$ cat config.mk
export PLATFORM = sky130hd
export DESIGN_NAME = conv_coeff_ram
export DESIGN_NICKNAME = d
export VERILOG_FILES = /design/src/verilog/conv_pkg.sv /design/src/verilog/conv_coeff_ram.sv
export VERILOG_INCLUDE_DIRS = /design/src /design/src/include
export SDC_FILE = /design/constraint.sdc
export NUM_CORES = 1
export LEC_CHECK = 0
export ABC_AREA = 1
export BUFFER_PORTS_ARGS = -buffer_cell sky130_fd_sc_hd__buf_2
export CAP_MARGIN = 15
export CORE_ASPECT_RATIO = 1.1
export CORE_UTILIZATION = 23
export CTS_CLUSTER_DIAMETER = 200
export DETAILED_ROUTE_END_ITERATION = 10
export GPL_TIMING_DRIVEN = 0
export HOLD_SLACK_MARGIN = 0.02
export PLACE_DENSITY = 0.55
export SYNTH_ARGS = -nofsm -noshare
export SYNTH_HDL_FRONTEND = slang
export SYNTH_SLANG_ARGS = --single-unit
$ cat constraint.sdc
create_clock -name clk -period 0.8 [get_ports clk]
set_input_delay 0.04 -clock clk [delete_from_list [all_inputs] [get_ports clk]]
set_output_delay 0.04 -clock clk [all_outputs]
set_load 0.05 [all_outputs]
$ cat src/include/conv_config.svh
`ifndef CONV_CONFIG_SVH
`define CONV_CONFIG_SVH

////////////////////////////////////////
// engine geometry
////////////////////////////////////////

`define CONV_CHANNELS    2   // channels processed side by side
`define CONV_KERNEL      5   // window side
`define CONV_TAPS        25  // kernel squared, also the bias address
`define CONV_IMG_WIDTH   8   // square image, pixels per row and rows per frame

////////////////////////////////////////
// data widths
////////////////////////////////////////

`define CONV_PIXEL_BITS  8   // signed pixel
`define CONV_COEFF_BITS  8   // signed coefficient
`define CONV_ACC_BITS    24  // full precision sum of 25 products plus bias

// edges from pixel acceptance to out_valid, counting the accept edge
`define CONV_LATENCY     3

`endif

$ cat src/verilog/conv_pkg.sv
`default_nettype none

`include "conv_config.svh"

package conv_pkg;

    ////////////////////////////////////////
    // datapath types
    ////////////////////////////////////////

    typedef logic signed [`CONV_PIXEL_BITS-1:0] pixel_t;
    typedef pixel_t [`CONV_CHANNELS-1:0] pixel_vec_t;  // one pixel per channel

    typedef logic signed [`CONV_COEFF_BITS-1:0] coeff_t;
    typedef logic signed [`CONV_PIXEL_BITS+`CONV_COEFF_BITS-1:0] prod_t;

    typedef logic signed [`CONV_ACC_BITS-1:0] acc_t;
    typedef acc_t [`CONV_CHANNELS-1:0] acc_vec_t;  // one result per channel

    ////////////////////////////////////////
    // addresses and counters
    ////////////////////////////////////////

    // taps are row * kernel + column, CONV_TAPS selects the bias
    typedef logic [$clog2(`CONV_TAPS+1)-1:0] tap_idx_t;
    typedef logic [$clog2(`CONV_CHANNELS)-1:0] chan_idx_t;
    typedef logic [$clog2(`CONV_IMG_WIDTH)-1:0] coord_t;

endpackage

`default_nettype wire

$ cat src/verilog/conv_coeff_ram.sv
`timescale 1ns/10ps
`default_nettype none

`include "conv_config.svh"

module conv_coeff_ram (
    input  logic                clk,
    input  logic                rst_n,
    input  logic                coef_wr,
    input  conv_pkg::chan_idx_t coef_chan,
    input  conv_pkg::tap_idx_t  coef_addr,
    input  conv_pkg::coeff_t    coef_data,
    output conv_pkg::coeff_t    coeffs [`CONV_CHANNELS][`CONV_TAPS],
    output conv_pkg::acc_t      biases [`CONV_CHANNELS]
);

    localparam conv_pkg::tap_idx_t BIAS_ADDR = conv_pkg::tap_idx_t'(`CONV_TAPS);
    localparam int EXT_BITS = `CONV_ACC_BITS - `CONV_COEFF_BITS;

    conv_pkg::acc_t bias_ext;

    // bias written through the coefficient port, widened with its sign
    assign bias_ext = {{EXT_BITS{coef_data[`CONV_COEFF_BITS-1]}}, coef_data};

    ////////////////////////////////////////
    // storage, one write per cycle
    ////////////////////////////////////////

    always_ff @(posedge clk or negedge rst_n) begin
        if (!rst_n) begin
            for (int c = 0; c < `CONV_CHANNELS; c++) begin
                biases[c] <= '0;
                for (int t = 0; t < `CONV_TAPS; t++) begin
                    coeffs[c][t] <= '0;
                end
            end
        end else if (coef_wr) begin
            if (coef_addr < BIAS_ADDR) begin
                coeffs[coef_chan][coef_addr] <= coef_data;
            end else if (coef_addr == BIAS_ADDR) begin
                biases[coef_chan] <= bias_ext;
            end
            // anything above the bias address is dropped
        end
    end

endmodule

`default_nettype wire

==> reports/qor.txt <==
=====================================================================================
Floorplan die area .....................................................    75430 µm²
Critical path endpoint category ........................................ primary output
H-tree depth ...........................................................            2
Initial standard-cell utilization of the core ..........................       23.30%
Total congestion overflow ..............................................            0
Via-per-instance ratio .................................................        4.675
Overall global routing resource usage ..................................       20.64%
Leading cell type in the layout, fill and taps excluded ................ sky130_fd_sc_hd__nand2_1
Worst-case setup margin in the final layout ............................   -0.7366 ns
Routed length per instance .............................................     22.36 µm
Total clock buffers created by CTS .....................................           49
CTS root buf ........................................................... sky130_fd_sc_hd__clkbuf_16
Ratio of cells with drive above 1 in the final layout ..................       42.87%
Maximum clock frequency ................................................   0.6508 GHz
Cell Rows ..............................................................          104
I/O Pins ...............................................................          465
First-pass GRT wire length .............................................    114100 µm
Setup tns final ........................................................   -185.72 ns
Mean Syn Cell Area .....................................................    9.227 µm²
Ordered list of cells on the worst path ................................ buf_12, buf_4, buf_6
Synthesis-to-layout area growth ........................................       74.58%
Number of buffers added on ports .......................................          464
Number of setup violations in the final report .........................          469
Final weighted congestion in routability-driven placement ..............       0.8163
Synth unique cells .....................................................           16
Worst IR drop on VDD ...................................................      1865 µV
Via Count ..............................................................        17070
Type of the worst min-delay path ....................................... input pin to async pin
Combined area of all synthesized cells .................................    17100 µm²
Largest net degree at the start of global routing ......................          105
CP delay by family, top ................................................   flip-flops
Worst Setup Slack post-DPL .............................................    -1.347 ns
Slowest stage cell on the critical path ................................ sky130_fd_sc_hd__dfrtp_4
Syn_nets ...............................................................         1870
RSZ-0062 raised after global routing ...................................          yes
Share of synthesized area occupied by flip-flops and latches ...........       60.89%
Worst-path fanout max ..................................................            9
Cell area after layout .................................................    29850 µm²
Element type at the critical path start ................................     register
Longest individual stage delay on the worst path .......................      0.50 ns
Post-synthesis cell count ..............................................         1853
Antenna violations before repair .......................................            5
Max-slew violation count ...............................................            0
Number of global-route vias before repair ..............................        16500
Routed WL ..............................................................     81640 µm
Final non-filler cell total ............................................         3652
Core footprint .........................................................    73390 µm²
Final critical path time including I/O delays and setup ................     1.537 ns
Arrival time at the worst endpoint .....................................      1.50 ns
Category of the most critical setup path ............................... register to primary output
Worst-Margin Slew ......................................................     1.293 ns
Remaining routing DRC violations .......................................            0
Leakage power ..........................................................     15.08 nW
Relative slew slack ....................................................       13.77%
Largest clock skew in the final design .................................         0 ns
Final Hold Fails .......................................................          240
Number of detailed-routing iterations run before antenna repair ........            5
TritonCTS clock tree ...................................................         done
Clk_lat worst skew .....................................................      0.56 ns
Clock-pin slew of the registers on the worst-case setup and hold paths .      0.05 ns
Cell Count Post-Placement ..............................................         3275
Worst-case hold slack ..................................................   -0.6477 ns
Number of synthesized register bits ....................................          416
Run status ............................................................. complete, but fails checks
Die Span Y .............................................................     288.0 µm
Worst EP required ......................................................      0.76 ns
Buffers and inverters on the worst path ................................            3
Cts hold-fix bufs ......................................................            8
YS warnings ............................................................            0
Final period utilization ...............................................       192.1%
Final design utilization ...............................................       40.67%
Residual antenna-violating net count after detailed routing ............            0
Violations in the final reports ........................................ hold timing, setup timing
Max clock buf depth ....................................................            3
Max capacitance violation total ........................................            0
Leading cell types in the layout, fill and taps excluded ............... sky130_fd_sc_hd__nand2_1 (687), sky130_fd_sc_hd__buf_6 (499), sky130_fd_sc_hd__dfrtp_1 (396)
Total power density per cell area ......................................  2508 nW/µm²
Post-DP HPWL ...........................................................     54030 µm
Worst reg2reg startpoint ...............................................   biases[22]
Die Wd .................................................................     262.0 µm
NumNets Final ..........................................................         2671
First-iteration detailed-routing DRC count .............................         1284
Crit. Startpoint .......................................................   biases[22]
Number of sinks handled by clock tree synthesis ........................          416
Placement Cell Area ....................................................    21540 µm²
=====================================================================================
## sequential cells by signal, indices dropped and copies added, names as in the netlist
register and count:
biases 16, coeffs 400
## layout make-up
type                       count  area [µm²]
buffer                       181        1804
clock buffer                  71        1441
antenna                        4       10.01
tap                          954        1194
clock inverter                20       251.5
fill                        7157       43540
sequential                   416       10440
multi-input combinational   1240        6578
inverter                      17       88.84
timing repair buffer         749        8043
## where the power goes
group	switching, mW	internal, mW
logic	16.0	9.39
clock network	9.66	14.2
registers	2.05	23.6
total	27.7	47.1
## final timing paths
kind / depth (start not counted) / slack (ns) / end
max: 3 / -0.74 / biases[10]
min: 1 / -0.65 / biases[5]
max reg2reg: 3 / -0.12 / biases[22]
min reg2reg: 2 / 0.49 / coeffs[371]
max in group asynchronous: 3 / 0.24 / coeffs[101]
min in group clk: 4 / -0.08 / biases[3]
## cells in the mapped netlist
cell type | instances | area (µm²)
sky130_fd_sc_hd__nand2_1 | 746 | 2800
sky130_fd_sc_hd__dfrtp_1 | 416 | 10410
sky130_fd_sc_hd__nand4_1 | 312 | 1952
sky130_fd_sc_hd__o21ai_0 | 104 | 520.5
sky130_fd_sc_hd__buf_2 | 89 | 445.4
sky130_fd_sc_hd__clkbuf_1 | 54 | 202.7
sky130_fd_sc_hd__nand3_1 | 42 | 210.2
sky130_fd_sc_hd__buf_4 | 38 | 285.3
sky130_fd_sc_hd__nor2_2 | 19 | 118.9
sky130_fd_sc_hd__inv_1 | 16 | 60.06
sky130_fd_sc_hd__nor2_1 | 10 | 37.54
sky130_fd_sc_hd__nand2_2 | 2 | 12.51
sky130_fd_sc_hd__nand3_2 | 2 | 20.02
sky130_fd_sc_hd__inv_2 | 1 | 3.750
sky130_fd_sc_hd__nand3b_1 | 1 | 7.510
sky130_fd_sc_hd__nor2_4 | 1 | 11.26
## through the flow
| step | hold slack (ns) | total power [mW] |
|---|---|---|
| detailed placement | 0.02366 | 44.21 |
| floorplan | -0.2556 | 38.49 |
| global placement | 0.4500 | 44.03 |
| global route | -0.6336 | 77.48 |
| CTS | -0.5907 | 73.90 |
| finish | -0.6477 | 74.88 |
## per-layer routing
layer  track usage, %  vias to the layer above  wire length [µm]
li1                 -                     7904                 -
met1            25.68                     8482             32990
met2            34.81                      551             40400
met3            4.860                      133              5411
met4            7.009                        2              2828
met5                0                        -                13
## timing repair
action / in CTS / in global routing
setup buffers: 165 / 126
endpoints found under the hold margin: 289 / 237
resized for setup: 1080 / 255
setup endpoints to repair: 863 / 884
gates cloned: 3 / 7
pin swaps: 21 / 36
## cells by family after synthesis
family | synth area share (%)
AOI/OAI and AO/OA | 3.044
buffers and inverters | 5.832
DFF | 60.89
and+or+nand+nor | 30.24
Power figures use the tool's default switching activity.
