[config.mk]
export PLATFORM = sky130hd
export DESIGN_NAME = conv_window
export DESIGN_NICKNAME = d
export VERILOG_FILES = /design/src/verilog/conv_pkg.sv /design/src/verilog/conv_line_buffer.sv /design/src/verilog/conv_window.sv
export VERILOG_INCLUDE_DIRS = /design/src /design/src/include
export SDC_FILE = /design/constraint.sdc
export NUM_CORES = 1
export LEC_CHECK = 0
export ABC_AREA = 1
export ABC_CLOCK_PERIOD_IN_PS = 800
export BUFFER_PORTS_ARGS = -buffer_cell sky130_fd_sc_hd__buf_4
export CAP_MARGIN = 20
export CORE_MARGIN = 2
export CORE_UTILIZATION = 30
export CTS_CLUSTER_DIAMETER = 80
export CTS_CLUSTER_SIZE = 8
export DETAILED_ROUTE_END_ITERATION = 10
export GPL_ROUTABILITY_DRIVEN = 0
export SLEW_MARGIN = 25
export SYNTH_ARGS = -nofsm -noshare
export SYNTH_HDL_FRONTEND = slang
export SYNTH_SLANG_ARGS = --single-unit
[constraint.sdc]
create_clock -name clk -period 0.8 [get_ports clk]
set_input_delay 0.16 -clock clk [delete_from_list [all_inputs] [get_ports clk]]
set_output_delay 0.16 -clock clk [all_outputs]
set_load 0.03 [all_outputs]
[src/include/conv_config.svh]
`ifndef CONV_CONFIG_SVH
`define CONV_CONFIG_SVH

////////////////////////////////////////
// engine geometry
////////////////////////////////////////

`define CONV_CHANNELS    2   // channels processed side by side
`define CONV_KERNEL      5   // window side
`define CONV_TAPS        25  // kernel squared, also the bias address
`define CONV_IMG_WIDTH   8   // square image, pixels per row and rows per frame

////////////////////////////////////////
// data widths
////////////////////////////////////////

`define CONV_PIXEL_BITS  8   // signed pixel
`define CONV_COEFF_BITS  8   // signed coefficient
`define CONV_ACC_BITS    24  // full precision sum of 25 products plus bias

// edges from pixel acceptance to out_valid, counting the accept edge
`define CONV_LATENCY     3

`endif

[src/verilog/conv_pkg.sv]
`default_nettype none

`include "conv_config.svh"

package conv_pkg;

    ////////////////////////////////////////
    // datapath types
    ////////////////////////////////////////

    typedef logic signed [`CONV_PIXEL_BITS-1:0] pixel_t;
    typedef pixel_t [`CONV_CHANNELS-1:0] pixel_vec_t;  // one pixel per channel

    typedef logic signed [`CONV_COEFF_BITS-1:0] coeff_t;
    typedef logic signed [`CONV_PIXEL_BITS+`CONV_COEFF_BITS-1:0] prod_t;

    typedef logic signed [`CONV_ACC_BITS-1:0] acc_t;
    typedef acc_t [`CONV_CHANNELS-1:0] acc_vec_t;  // one result per channel

    ////////////////////////////////////////
    // addresses and counters
    ////////////////////////////////////////

    // taps are row * kernel + column, CONV_TAPS selects the bias
    typedef logic [$clog2(`CONV_TAPS+1)-1:0] tap_idx_t;
    typedef logic [$clog2(`CONV_CHANNELS)-1:0] chan_idx_t;
    typedef logic [$clog2(`CONV_IMG_WIDTH)-1:0] coord_t;

endpackage

`default_nettype wire

[src/verilog/conv_line_buffer.sv]
`timescale 1ns/10ps
`default_nettype none

`include "conv_config.svh"

// one image row of delay, moves only on accepted pixels
module conv_line_buffer (
    input  logic                 clk,
    input  logic                 rst_n,
    input  logic                 shift_en,
    input  conv_pkg::pixel_vec_t din,
    output conv_pkg::pixel_vec_t dout
);

    conv_pkg::pixel_vec_t taps [`CONV_IMG_WIDTH];  // taps[0] newest

    always_ff @(posedge clk or negedge rst_n) begin
        if (!rst_n) begin
            for (int i = 0; i < `CONV_IMG_WIDTH; i++) begin
                taps[i] <= '0;
            end
        end else if (shift_en) begin
            taps[0] <= din;
            for (int i = 1; i < `CONV_IMG_WIDTH; i++) begin
                taps[i] <= taps[i-1];
            end
        end
    end

    // same column, previous row
    assign dout = taps[`CONV_IMG_WIDTH-1];

endmodule

`default_nettype wire

[src/verilog/conv_window.sv]
`timescale 1ns/10ps
`default_nettype none

`include "conv_config.svh"

module conv_window (
    input  logic                 clk,
    input  logic                 rst_n,
    input  logic                 in_valid,
    input  conv_pkg::pixel_vec_t in_data,
    output conv_pkg::pixel_vec_t window [`CONV_TAPS]
);

    ////////////////////////////////////////
    // incoming column
    ////////////////////////////////////////

    // row_tap[KERNEL-1] is the live pixel, row_tap[0] is four rows back
    conv_pkg::pixel_vec_t row_tap [`CONV_KERNEL];

    assign row_tap[`CONV_KERNEL-1] = in_data;

    genvar k;
    generate
        for (k = 0; k < `CONV_KERNEL - 1; k++) begin : g_line
            conv_line_buffer line_i (
                .clk      (clk),
                .rst_n    (rst_n),
                .shift_en (in_valid),
                .din      (row_tap[`CONV_KERNEL-1-k]),
                .dout     (row_tap[`CONV_KERNEL-2-k])
            );
        end
    endgenerate

    ////////////////////////////////////////
    // window shift register
    ////////////////////////////////////////

    // new column enters at the right, column 0 falls out
    always_ff @(posedge clk or negedge rst_n) begin
        if (!rst_n) begin
            for (int t = 0; t < `CONV_TAPS; t++) begin
                window[t] <= '0;
            end
        end else if (in_valid) begin
            for (int r = 0; r < `CONV_KERNEL; r++) begin
                for (int c = 0; c < `CONV_KERNEL - 1; c++) begin
                    window[r*`CONV_KERNEL+c] <= window[r*`CONV_KERNEL+c+1];
                end
                window[r*`CONV_KERNEL+`CONV_KERNEL-1] <= row_tap[r];  // newest column
            end
        end
    end

endmodule

`default_nettype wire
==> run_results.csv <==
group,metric,value,unit
clocking,cts_sinks,592,
timing,setup_ws,-0.593,ns
pwr,total_power,92200,µW
setup_path,worstSetupStartpointType,"register",
setup_path,critPathKind,"register to output port",
placement,dp_worst_setup_slack,-0.323,ns
floorplanning,rows,106,
synth,ys_types,7,
floorplanning,die_y,294,µm
synth,ys_ff_latch,592,
global_route,use_met2,27.5,%
global_route,grt_usage,16.1,%
route,wl,70400,µm
setup_path,cp_cell_sequence,"buf_6",
timing,rsz0062_at_grt,"yes",
route,vias_per_cell,4.28,
synth,syn_area,25200,µm²
timing,fin_worst_hold_slack,-0.0188,ns
global_route,grt_util_met3,4.79,%
setup_path,cp_data_arrival_time,1.23,ns
timing,finClkSkew,0.0320,ns
clocking,cts_tree,"built",
synth,synth_fp_nets,2839,
route,firstDrtPassIters,6,
floorplanning,ios,419,
synth,ys.flop_type,"dfrtp_1",
timing,maxSlewViolCount,0,
route,antenna_left,0,
route,vias,19300,
timing,final_hold_viol_count,1,
synth,yosys_warnings,0,
global_route,grt-busiest-layer,"met2",
cells_and_area,design_area,35300,µm²
global_route,met1_usage,19.5,%
synth,yosysMostFrequentCell,"nand2_1",
pwr,irDropWorstVdd,0.00172,V
timing,layout_min_cycle_time,1.39,ns
synth,synth_common_cells,"1776 x nand2_1, 592 x dfrtp_1, 321 x buf_4",
min_path,hp-class,"input pin to register",
pwr,p_leak,0.0197,µW
cells_and_area,area_growth_syn_to_layout,40.1,%
global_route,grt.overflow.total,0,
route,route.detailed.drc,0,
timing,finalCritPeriodShare,174,%
run,maxCapViolCount,0,
setup_path,required,0.64,ns
clocking,cts_buffers,86,
clocking,clockRootBuffer,"clkbuf_16",
setup_path,critical_path.max_fanout,2,
timing,setup-violations-final,495,
placement,hpwlAfterDp,43400,µm
setup_path,slowest_stage,"dfrtp_2",
global_route,grt_pass1_vias,19500,
floorplanning,initial_core_util,30.2,%
synth,ys_seq_area_share,58.8,%
cells_and_area,fin_nets,3431,
floorplanning,fp.dieW,294,µm
synth,ys_top_cells_by_area,"dfrtp_1 59%, nand2_1 26%, buf_4 9.6%",
timing,relSlewSlack,74.5,%
setup_path,path_buf_inv,1,
timing,fmax,718,MHz
cells_and_area,final_util,42.3,%
placement,place_area,27400,µm²
global_route,grt_max_degree,70,
route,post_drt_wl_per_cell,15.6,µm
floorplanning,dieArea,86300,µm²
global_route,grt_pass1_wl,110000,µm
synth,avgSynthCellArea,8.93,µm²
clocking,clk_pin_slew_worst_paths,0.05,ns
global_route,antenna_found_initial,0,
placement,port-buffer-count,418,
timing,worst_pin_slew,0.383,ns
synth,synth_edf_count,0,
clocking,htreeDepth,3,
floorplanning,core-area,83400,µm²
synth,async_reset_ff_share,100,%
cells_and_area,layout-drive-gt1-share,33.5,%
route,dr.first_iter.drc_count,1086,
cells_and_area,antenna_cells,0,
synth,synth_top_area_share,58.8,%
clocking,insertion_delay,0.62,ns
synth,synth_top_area_cell,"dfrtp_1",
setup_path,r2r_setup_slack,-0.16,ns
outcome,status,"finished with violations",
synth,syn_inst,2820,
outcome,failed_checks,"hold timing, setup timing",
pwr,p_per_area,2610,nW/µm²
clocking,cts_buffer_depth,3,
setup_path,critPathTopFamily,"flip-flops",
setup_path,slowest_delay,0.46,ns
setup_path,endpoint_kind,"output port",
-- state kept, by name, summed over array words and instances, names as in the netlist --
signal,cells
g_line.line_i.taps,432
window,96
g_line.line_i.dout,64
-- cells by family after synthesis --
| logic type | Yosys count | synth area share [%] |
|---|---|---|
| buf+inv | 452 | 14.7 |
| flops | 592 | 58.8 |
| simple gates | 1776 | 26.5 |
-- routing by layer --
layer	vias to the layer above	share of wire (%)
li1	9314	-
met5	-	0
met2	489	50
met4	0	2.2
met1	9369	41
met3	102	6.8
-- final timing paths --
kind                                                start  cells after the start                          to
worst min-delay path                             in_valid                      4   g_line[0].line_i.taps[61]
worst max register to register  g_line[2].line_i.taps[73]                      5                 window[233]
worst min register to register  g_line[0].line_i.taps[25]                      2    g_line[0].line_i.dout[9]
min in group asynchronous                           rst_n                      3  g_line[3].line_i.taps[100]
max in group asynchronous                           rst_n                      4   g_line[1].line_i.taps[29]
worst max-delay path            g_line[2].line_i.taps[75]                      1                 window[219]
-- through the flow --
stage               instances  TNS (ns)
finish                   4505   -215.14
detailed placement       3978   -144.22
global route             4505   -241.37
CTS                      4450   -234.40
global placement         3978   -142.90
floorplan                2820    -0.139
-- placed cells by master (no fill, tap or decap), types with 2 or more instances in the layout --
cell type / n
inv_6: 2
buf_4: 358
nand2_4: 6
dlygate4sd3_1: 18
clkbuf_16: 86
buf_6: 532
buf_12: 45
nand2_1: 1699
clkbuf_1: 3
clkinv_4: 2
nand2_2: 71
clkinv_8: 2
buf_8: 2
dfrtp_2: 34
dfrtp_1: 558
clkinv_16: 3
-- power by group --
part / internal (µW) / switching [µW]
clock network: 19500 / 13200
registers: 33800 / 3230
logic: 10400 / 12000
total: 63800 / 28400
-- area by class of cell --
type / count / area (µm²)
sequential: 592 / 14900
fill: 7837 / 48100
tap: 1080 / 1350
multi-input combinational: 1776 / 6890
clock buffer: 90 / 2180
timing repair buffer: 955 / 9790
inverter: 1 / 30.0
clock inverter: 11 / 183
-- worst min-delay path: stages --
cell       delay [ns]
buf_8            0.13
clkinv_16        0.15
nand2_2          0.06
nand2_1          0.05
-- timing repair --
action                                  in CTS  in global routing
endpoints found under the setup margin     406                585
setup buffers                              352                 79
gates resized for setup                    438                213
hold buffers                                19                  0
gates cloned                                 0                  0
pin swaps                                    4                 37
hold endpoints to repair                   616                  0
Power figures use the tool's default switching activity.
