$ cat src/include/conv_config.svh
`ifndef CONV_CONFIG_SVH
`define CONV_CONFIG_SVH

////////////////////////////////////////
// engine geometry
////////////////////////////////////////

`define CONV_CHANNELS    2   // channels processed side by side
`define CONV_KERNEL      5   // window side
`define CONV_TAPS        25  // kernel squared, also the bias address
`define CONV_IMG_WIDTH   8   // square image, pixels per row and rows per frame

////////////////////////////////////////
// data widths
////////////////////////////////////////

`define CONV_PIXEL_BITS  8   // signed pixel
`define CONV_COEFF_BITS  8   // signed coefficient
`define CONV_ACC_BITS    24  // full precision sum of 25 products plus bias

// edges from pixel acceptance to out_valid, counting the accept edge
`define CONV_LATENCY     3

`endif

$ cat src/verilog/conv_pkg.sv
`default_nettype none

`include "conv_config.svh"

package conv_pkg;

    ////////////////////////////////////////
    // datapath types
    ////////////////////////////////////////

    typedef logic signed [`CONV_PIXEL_BITS-1:0] pixel_t;
    typedef pixel_t [`CONV_CHANNELS-1:0] pixel_vec_t;  // one pixel per channel

    typedef logic signed [`CONV_COEFF_BITS-1:0] coeff_t;
    typedef logic signed [`CONV_PIXEL_BITS+`CONV_COEFF_BITS-1:0] prod_t;

    typedef logic signed [`CONV_ACC_BITS-1:0] acc_t;
    typedef acc_t [`CONV_CHANNELS-1:0] acc_vec_t;  // one result per channel

    ////////////////////////////////////////
    // addresses and counters
    ////////////////////////////////////////

    // taps are row * kernel + column, CONV_TAPS selects the bias
    typedef logic [$clog2(`CONV_TAPS+1)-1:0] tap_idx_t;
    typedef logic [$clog2(`CONV_CHANNELS)-1:0] chan_idx_t;
    typedef logic [$clog2(`CONV_IMG_WIDTH)-1:0] coord_t;

endpackage

`default_nettype wire

$ cat src/verilog/conv_position_ctrl.sv
`timescale 1ns/10ps
`default_nettype none

`include "conv_config.svh"

// tracks where the next pixel lands in the frame
module conv_position_ctrl (
    input  logic clk,
    input  logic rst_n,
    input  logic in_valid,
    output logic win_valid
);

    localparam conv_pkg::coord_t LAST_POS = conv_pkg::coord_t'(`CONV_IMG_WIDTH - 1);
    localparam conv_pkg::coord_t FIRST_WIN = conv_pkg::coord_t'(`CONV_KERNEL - 1);

    conv_pkg::coord_t col;  // column of the next pixel
    conv_pkg::coord_t row;  // row of the next pixel
    logic             row_end;
    logic             win_done;

    assign row_end = (col == LAST_POS);

    // enough rows and columns seen for a full window
    assign win_done = (row >= FIRST_WIN) && (col >= FIRST_WIN);

    ////////////////////////////////////////
    // raster counters
    ////////////////////////////////////////

    always_ff @(posedge clk or negedge rst_n) begin
        if (!rst_n) begin
            col <= '0;
            row <= '0;
        end else if (in_valid) begin
            if (row_end) begin
                col <= '0;
                row <= (row == LAST_POS) ? '0 : row + 1'b1;  // wrap at frame end
            end else begin
                col <= col + 1'b1;
            end
        end
    end

    // lines up with the window register update
    always_ff @(posedge clk or negedge rst_n) begin
        if (!rst_n) begin
            win_valid <= 1'b0;
        end else begin
            win_valid <= in_valid && win_done;
        end
    end

endmodule

`default_nettype wire

$ cat config.mk
export PLATFORM = sky130hd
export DESIGN_NAME = conv_position_ctrl
export DESIGN_NICKNAME = d
export VERILOG_FILES = /design/src/verilog/conv_pkg.sv /design/src/verilog/conv_position_ctrl.sv
export VERILOG_INCLUDE_DIRS = /design/src /design/src/include
export SDC_FILE = /design/constraint.sdc
export NUM_CORES = 1
export LEC_CHECK = 0
export BUFFER_PORTS_ARGS = -buffer_cell sky130_fd_sc_hd__buf_2
export CAP_MARGIN = 20
export CORE_AREA = 5 5 42 44
export DETAILED_ROUTE_END_ITERATION = 12
export DIE_AREA = 0 0 47 49
export GPL_ROUTABILITY_DRIVEN = 1
export PLACE_DENSITY = 0.48
export RECOVER_POWER = 100
export SLEW_MARGIN = 40
export SYNTH_ARGS = -nofsm -noshare
export SYNTH_HDL_FRONTEND = slang
export SYNTH_SLANG_ARGS = --single-unit
$ cat constraint.sdc
create_clock -name clk -period 1.2 [get_ports clk]
set_input_delay 0.06 -clock clk [delete_from_list [all_inputs] [get_ports clk]]
set_output_delay 0.06 -clock clk [all_outputs]
set_load 0.02 [all_outputs]
==> impl_results.md, run 1 <==
* Clock Path Buffers at 2
* First-pass GRT wire length at 841 µm
* Final std cells w/o fill at 49
* Synth unique cells at 8
* CP Launch Type: flip-flop
* Psw at 0.000305 W
* P&R area growth vs syn at 38.3%
* Final Cell Area at 443 µm²
* Worst path required time at 1.32 ns
* I/O Buffers at 3
* Hold Slack at 0.161 ns
* R2R cell count at 4
* Post-Syn Nets at 29
* Initial antenna violation count at 0
* CP startpoint: col[0]
* Int Power at 0.000762 W
* DRT Wirelength at 512 µm
* Row count at 14
* Gp weighted congestion at 0.712
* Max Fclk at 807 MHz
* Routed len/inst at 10.4 µm
* Hold Path Origin: in_valid
* Worst Clk Skew at 0.00261 ns
* Worst-path clk slew at 0.05 ns
* Worst Tran Pin Value at 0.400 ns
* H-tree levels at 1
* Setup TNS at -0.109 ns
* Crit path DAT at 1.36 ns
* Post-CTS Resized at 0
* Failing checks: setup timing
* Power Density at 2410 mW/mm²
* DRT Pass-1 Iters at 1
* Sw Ratio at 0.286
* Multi-input gate area at 176 µm²
* #FFs+latches synth at 7
* Share of the synthesized area in the top cell type at 0.547
* Layout Nets at 41
* Final Max Slew Viols at 0
* GRT Total Usage at 0.0554
* Worst setup margin at -0.0397 ns
* Vias at 195
* Post-route ant nets at 0
* Layout fillers at 155
* Total grt overflow at 0
* Starting DRT DRC Count at 0
* Reg area at 175 µm²
* RSZ-0062 raised after global routing: true
* Critical Path End Type: flip-flop
* Pin count of the biggest net entering global routing at 8
* Core Area at 0.00140 mm²
* CTS tree: yes
* Worst Hold Depth at 2
* Post-synthesis sequential area ratio at 0.547
* Vias/cell at 3.98
* Avg Inst Size Synth at 14.6 µm²
* Placed Cells incl. Taps at 42
* Antenna diodes at 0
* P_leak at 0.220 nW
* Most common cell after layout, fill and taps aside: dfrtp_1
* Post-DP HPWL at 401 µm
* Yosys top cell by area: dfrtp_1
* Ports at 4
* CTS root buf: clkbuf_4
* Final setup violation count at 3
* Run status: finished, violations left
* Worst skew pair latency at 0.24 ns
* Cell Area, Synth at 320 µm²
* Yosys warns at 0
* Share of post-route cells with drive strength above 1 at 0.515
* Mapped Cells at 22
* Max FO, Critical Path at 3
* Total CTS buffers at 3
* Clock Power Share at 0.189
* Initial core utilization at 0.229
* Slew headroom at 0.734
* Min-delay worst type: input pin to flip-flop
* DIE AREA at 0.00230 mm²
* Clock sinks at 7
* Peak VDD IR at 1.00 mV
* Placed Instance Area at 394 µm²
* Crit share post-route at 1.03
* Max capacitance violation total at 0
* Final Hold Fails at 0
* Synth top area cells: dfrtp_1 55%, ha_1 16%, mux2_1 11%, mux2_2 11%, and3_2 2.3%
* Reg2reg start: col[0]
* Vias in the first global route at 212
* Die W at 47 µm
* Fin crit period at 1.24 ns
* Die Y at 49 µm
* Combinational cell fraction of total power at 0.425
* Seq pwr share at 0.386
* DRC viols at 0
* Setup CP Type: flip-flop to flip-flop
logic make-up (layout without fill, tap and decap cells):
group | count (synthesis) | after routing | synth area share
AND/OR/NAND/NOR | 5 | 5 | 0.0860
multiplexers | 6 | 6 | 0.211
buffers and inverters | 0 | 11 | 0
adder cells (fa/ha/maj) | 4 | 4 | 0.156
flip-flops | 7 | 7 | 0.547
state kept, by name (all words and copies together), names as in the netlist:
register   flops
col            3
row            3
win_valid      1
worst max-delay path: stages, from the launching register on:
cell and delay [ns]:
dfrtp_1 0.39, ha_2 0.19, ha_4 0.16, nand2_4 0.08, mux2_4 0.30
per-layer routing:
layer	track usage	wire, µm
met5	0	0
met3	0.0443	27
met2	0.0769	257
met4	0.0276	0
met1	0.0586	227
stage by stage:
step / total power, W / setup slack [ns] / utilization
2_1_floorplan: 0.000719 / 0.000245 / -
3_3_place_gp: 0.000791 / -0.0204 / 0.281
3_5_place_dp: 0.000836 / -0.0474 / 0.281
4_1_cts: 0.00107 / -0.0422 / 0.313
5_1_grt: 0.00118 / -0.0772 / 0.316
6_report: 0.00107 / -0.0397 / 0.316
power groups by stage:
stage | logic (W) | clock network [W] | registers (W)
finish | 0.000454 | 0.000201 | 0.000412
global route | 0.000520 | 0.000235 | 0.000425
CTS | 0.000448 | 0.000211 | 0.000415
detailed placement | 0.000415 | 0 | 0.000421
global placement | 0.000378 | 0 | 0.000413
floorplan | 0.000305 | 0 | 0.000414
cell type report:
| type | count | share of cell area |
|---|---|---|
| timing repair buffer | 7 | 0.102 |
| clock buffer | 4 | 0.0593 |
| multi-input combinational | 15 | 0.398 |
| sequential | 7 | 0.395 |
| tap | 16 | 0.0452 |
path summary, 6_finish.rpt:
kind	slack, ns	endpoint
min in group asynchronous	0.25	win_valid
worst max-delay path	-0.04	row[1]
worst min-delay path	0.16	col[1]
max in group asynchronous	0.67	col[1]
worst max register to register	-0.04	row[1]
worst min register to register	0.52	col[1]
synthesized netlist by cell type (all sizes together):
cell type / number
dfrtp: 7
mux2: 6
nor2b: 1
and3: 1
nor2: 2
ha: 4
nand2: 1
timing repair:
action	4_1_cts	5_1_grt
hold buffers	1	0
hold endpoints to repair	7	0
setup endpoints to repair	3	3
buffers inserted	1	1
Note: power is estimated with default switching activity, not from simulation.
==> run 2: changes to the inputs <==
BUFFER_PORTS_ARGS = not set   (was -buffer_cell sky130_fd_sc_hd__buf_2)
DONT_BUFFER_PORTS = 1   (was not set)
PLACE_DENSITY = 0.45   (was 0.48)
==> run 2 against run 1 <==
Net effect:
- the run still ends with setup timing left
- highest routed layer is now met4
- register-to-register slack about the same
- via count up 9.2%
- critical path type unchanged
- clock power is 7% higher
- largest power group unchanged
- utilization up 1.5 points
- largest cell class unchanged
- worst setup slack worse by 0.0099 ns
- sequential power grew 4.9%
==> impl_results.md, run 2 (same netlist as run 1, synthesis figures left out) <==
* Run status: finished, violations left
* Failing checks: setup timing
* Clock sinks at 7 (unchanged)
* Peak VDD IR at 0.500 mV (-50%)
* Max capacitance violation total at 0 (unchanged)
* DIE AREA at 0.00230 mm² (unchanged)
* Worst-path clk slew at 0.05 ns (about the same)
* Most frequent cells in the layout: 7 x dfrtp_1, 4 x mux2_4, 4 x buf_4
* Crit path DAT at 1.38 ns (+0.02 ns)
* Worst Clk Skew at 0.00224 ns (-0.000371 ns)
* H-tree levels at 1 (unchanged)
* Placed Instance Area at 379 µm² (-3.8%)
* Max FO, Critical Path at 3 (unchanged)
* Total grt overflow at 0 (unchanged)
* Final Max Slew Viols at 0 (unchanged)
* R2R cell count at 4 (unchanged)
* Multi-input gate area at 183 µm² (+3.5%)
* Layout Nets at 41 (unchanged)
* Pin count of the biggest net entering global routing at 8 (unchanged)
* Vias in the first global route at 232 (+9.4%)
* Share of post-route cells with drive strength above 1 at 0.545 (+0.0303)
* DRT Wirelength at 627 µm (+22%)
* Starting DRT DRC Count at 0 (unchanged)
* CP startpoint: col[0]
* RSZ-0062 raised after global routing: true
* Hold Slack at 0.0563 ns (-0.104 ns)
* Final setup violation count at 4 (+1)
* Post-route ant nets at 0 (unchanged)
* Clock Path Buffers at 2 (unchanged)
* Crit-path cells: ha_2 > ha_4 > nand2_4 > mux2_4
* Post-DP HPWL at 432 µm (+7.6%)
* Gp weighted congestion at 0.721 (+1.2%)
* Power Density at 2450 mW/mm² (+1.9%)
* Fin crit period at 1.25 ns (+0.00987 ns)
* Reg2reg start: col[0]
* CP Launch Type: flip-flop
* Die W at 47 µm (unchanged)
* Ports at 4 (unchanged)
* Critical Path End Type: flip-flop
* Slowest cell delay on critical path at 0.39 ns (about the same)
* Antenna diodes at 0 (unchanged)
* Worst path bufs/invs at 0 (unchanged)
* Post-place setup slack at -0.0428 ns (+0.00462 ns)
* Max Fclk at 800 MHz (-0.79%)
* Reg area at 175 µm² (unchanged)
* Row count at 14 (unchanged)
* Worst path required time at 1.33 ns (about the same)
* Setup CP Type: flip-flop to flip-flop
* Total CTS buffers at 3 (unchanged)
* Top flop regs: col x3, row x3, win_valid x1
* Worst Tran Pin Value at 0.330 ns (-0.0698 ns)
* Core Area at 0.00140 mm² (unchanged)
* First-pass GRT wire length at 1000 µm (+19%)
* Final Hold Fails at 0 (unchanged)
* Final Cell Area at 464 µm² (+4.8%)
* Vias at 213 (+9.2%)
* Slew headroom at 0.779 (+0.0458)
* P_leak at 0.229 nW (+4.2%)
* Worst skew pair latency at 0.25 ns (about the same)
* Most common cell after layout, fill and taps aside: dfrtp_1
* Initial antenna violation count at 0 (unchanged)
* FF-to-FF setup slack at -0.05 ns (about the same)
* GRT Total Usage at 0.0693 (+0.0139)
* Layout fillers at 146 (-5.8%)
* Crit share post-route at 1.04 (+0.00823)
* Crit-path slowest cell: dfrtp_1
* Vias/cell at 4.35 (+9.2%)
* Routed len/inst at 12.8 µm (+22%)
* Worst setup margin at -0.0496 ns (-0.00987 ns)
* CP Capture Point: row[1]
* DRC viols at 0 (unchanged)
* CTS tree: yes
* Cell family with the largest share of critical-path delay: flip-flops
* Initial core utilization at 0.229 (unchanged)
* Setup TNS at -0.120 ns (-0.0111 ns)
* Reg2reg end: row[1]
* P&R area growth vs syn at 44.9%
* DRT Pass-1 Iters at 1 (unchanged)
* I/O Buffers at 0 (-3)
* CP Depth at 4 (unchanged)
* Die Y at 49 µm (unchanged)
* CTS root buf: clkbuf_4
* Min-delay worst type: input pin to flip-flop
[run 2: through the flow]
stage / utilization / total power (W) / cells
after global placement: 0.271 / 0.000776 / 39
after detailed placement: 0.271 / 0.000828 / 39
after floorplan: - / 0.000719 / 22
after global routing: 0.331 / 0.00122 / 49
final: 0.331 / 0.00114 / 49
after CTS: 0.323 / 0.00110 / 48
[run 2: layout make-up]
class | instances | share of cell area
Timing Repair Buffer | 7 | 0.129
Tap cell | 16 | 0.0431
Sequential cell | 7 | 0.377
Clock buffer | 4 | 0.0566
Multi-Input combinational cell | 15 | 0.394
[run 2: power by group]
part | switching (W) | internal (W) | total, W
clock | 0.0000877 | 0.000127 | 0.000215
combinational | 0.000162 | 0.000331 | 0.000493
sequential | 0.0000892 | 0.000342 | 0.000432
total | 0.000339 | 0.000800 | 0.00114
[run 2: how the worst min path moves through the flow]
stage               startpoint     end  slack (ns)  cells past startpoint
floorplan                rst_n  col[0]       -0.24                      0
global placement         rst_n  col[1]       -0.24                      0
detailed placement       rst_n  col[0]       -0.24                      0
CTS                   in_valid  row[0]        0.05                      2
global route          in_valid  row[0]        0.05                      2
finish                in_valid  row[0]        0.06                      2
[run 2: layer usage]
metal / routed length, µm / share of wire / up-vias / global-route usage
li1: - / - / 100 / -
met1: 238 / 0.38 / 104 / 0.0622
met2: 327 / 0.52 / 7 / 0.0973
met3: 42 / 0.067 / 2 / 0.0443
met4: 19 / 0.030 / 0 / 0.0691
met5: 0 / 0 / - / 0
[run 2: repair_timing]
item                                    4_1_cts  5_1_grt
gates resized for setup                       1        1
buffers inserted                              2        1
endpoints found under the setup margin        3        4
hold endpoints to repair                     10        0
hold buffers                                  3        0
[run 2: worst reg2reg max path, cell delays in order (launching register included)]
cell,delay [ns]
dfrtp_1,0.39
ha_2,0.19
ha_4,0.16
nand2_4,0.08
mux2_4,0.30
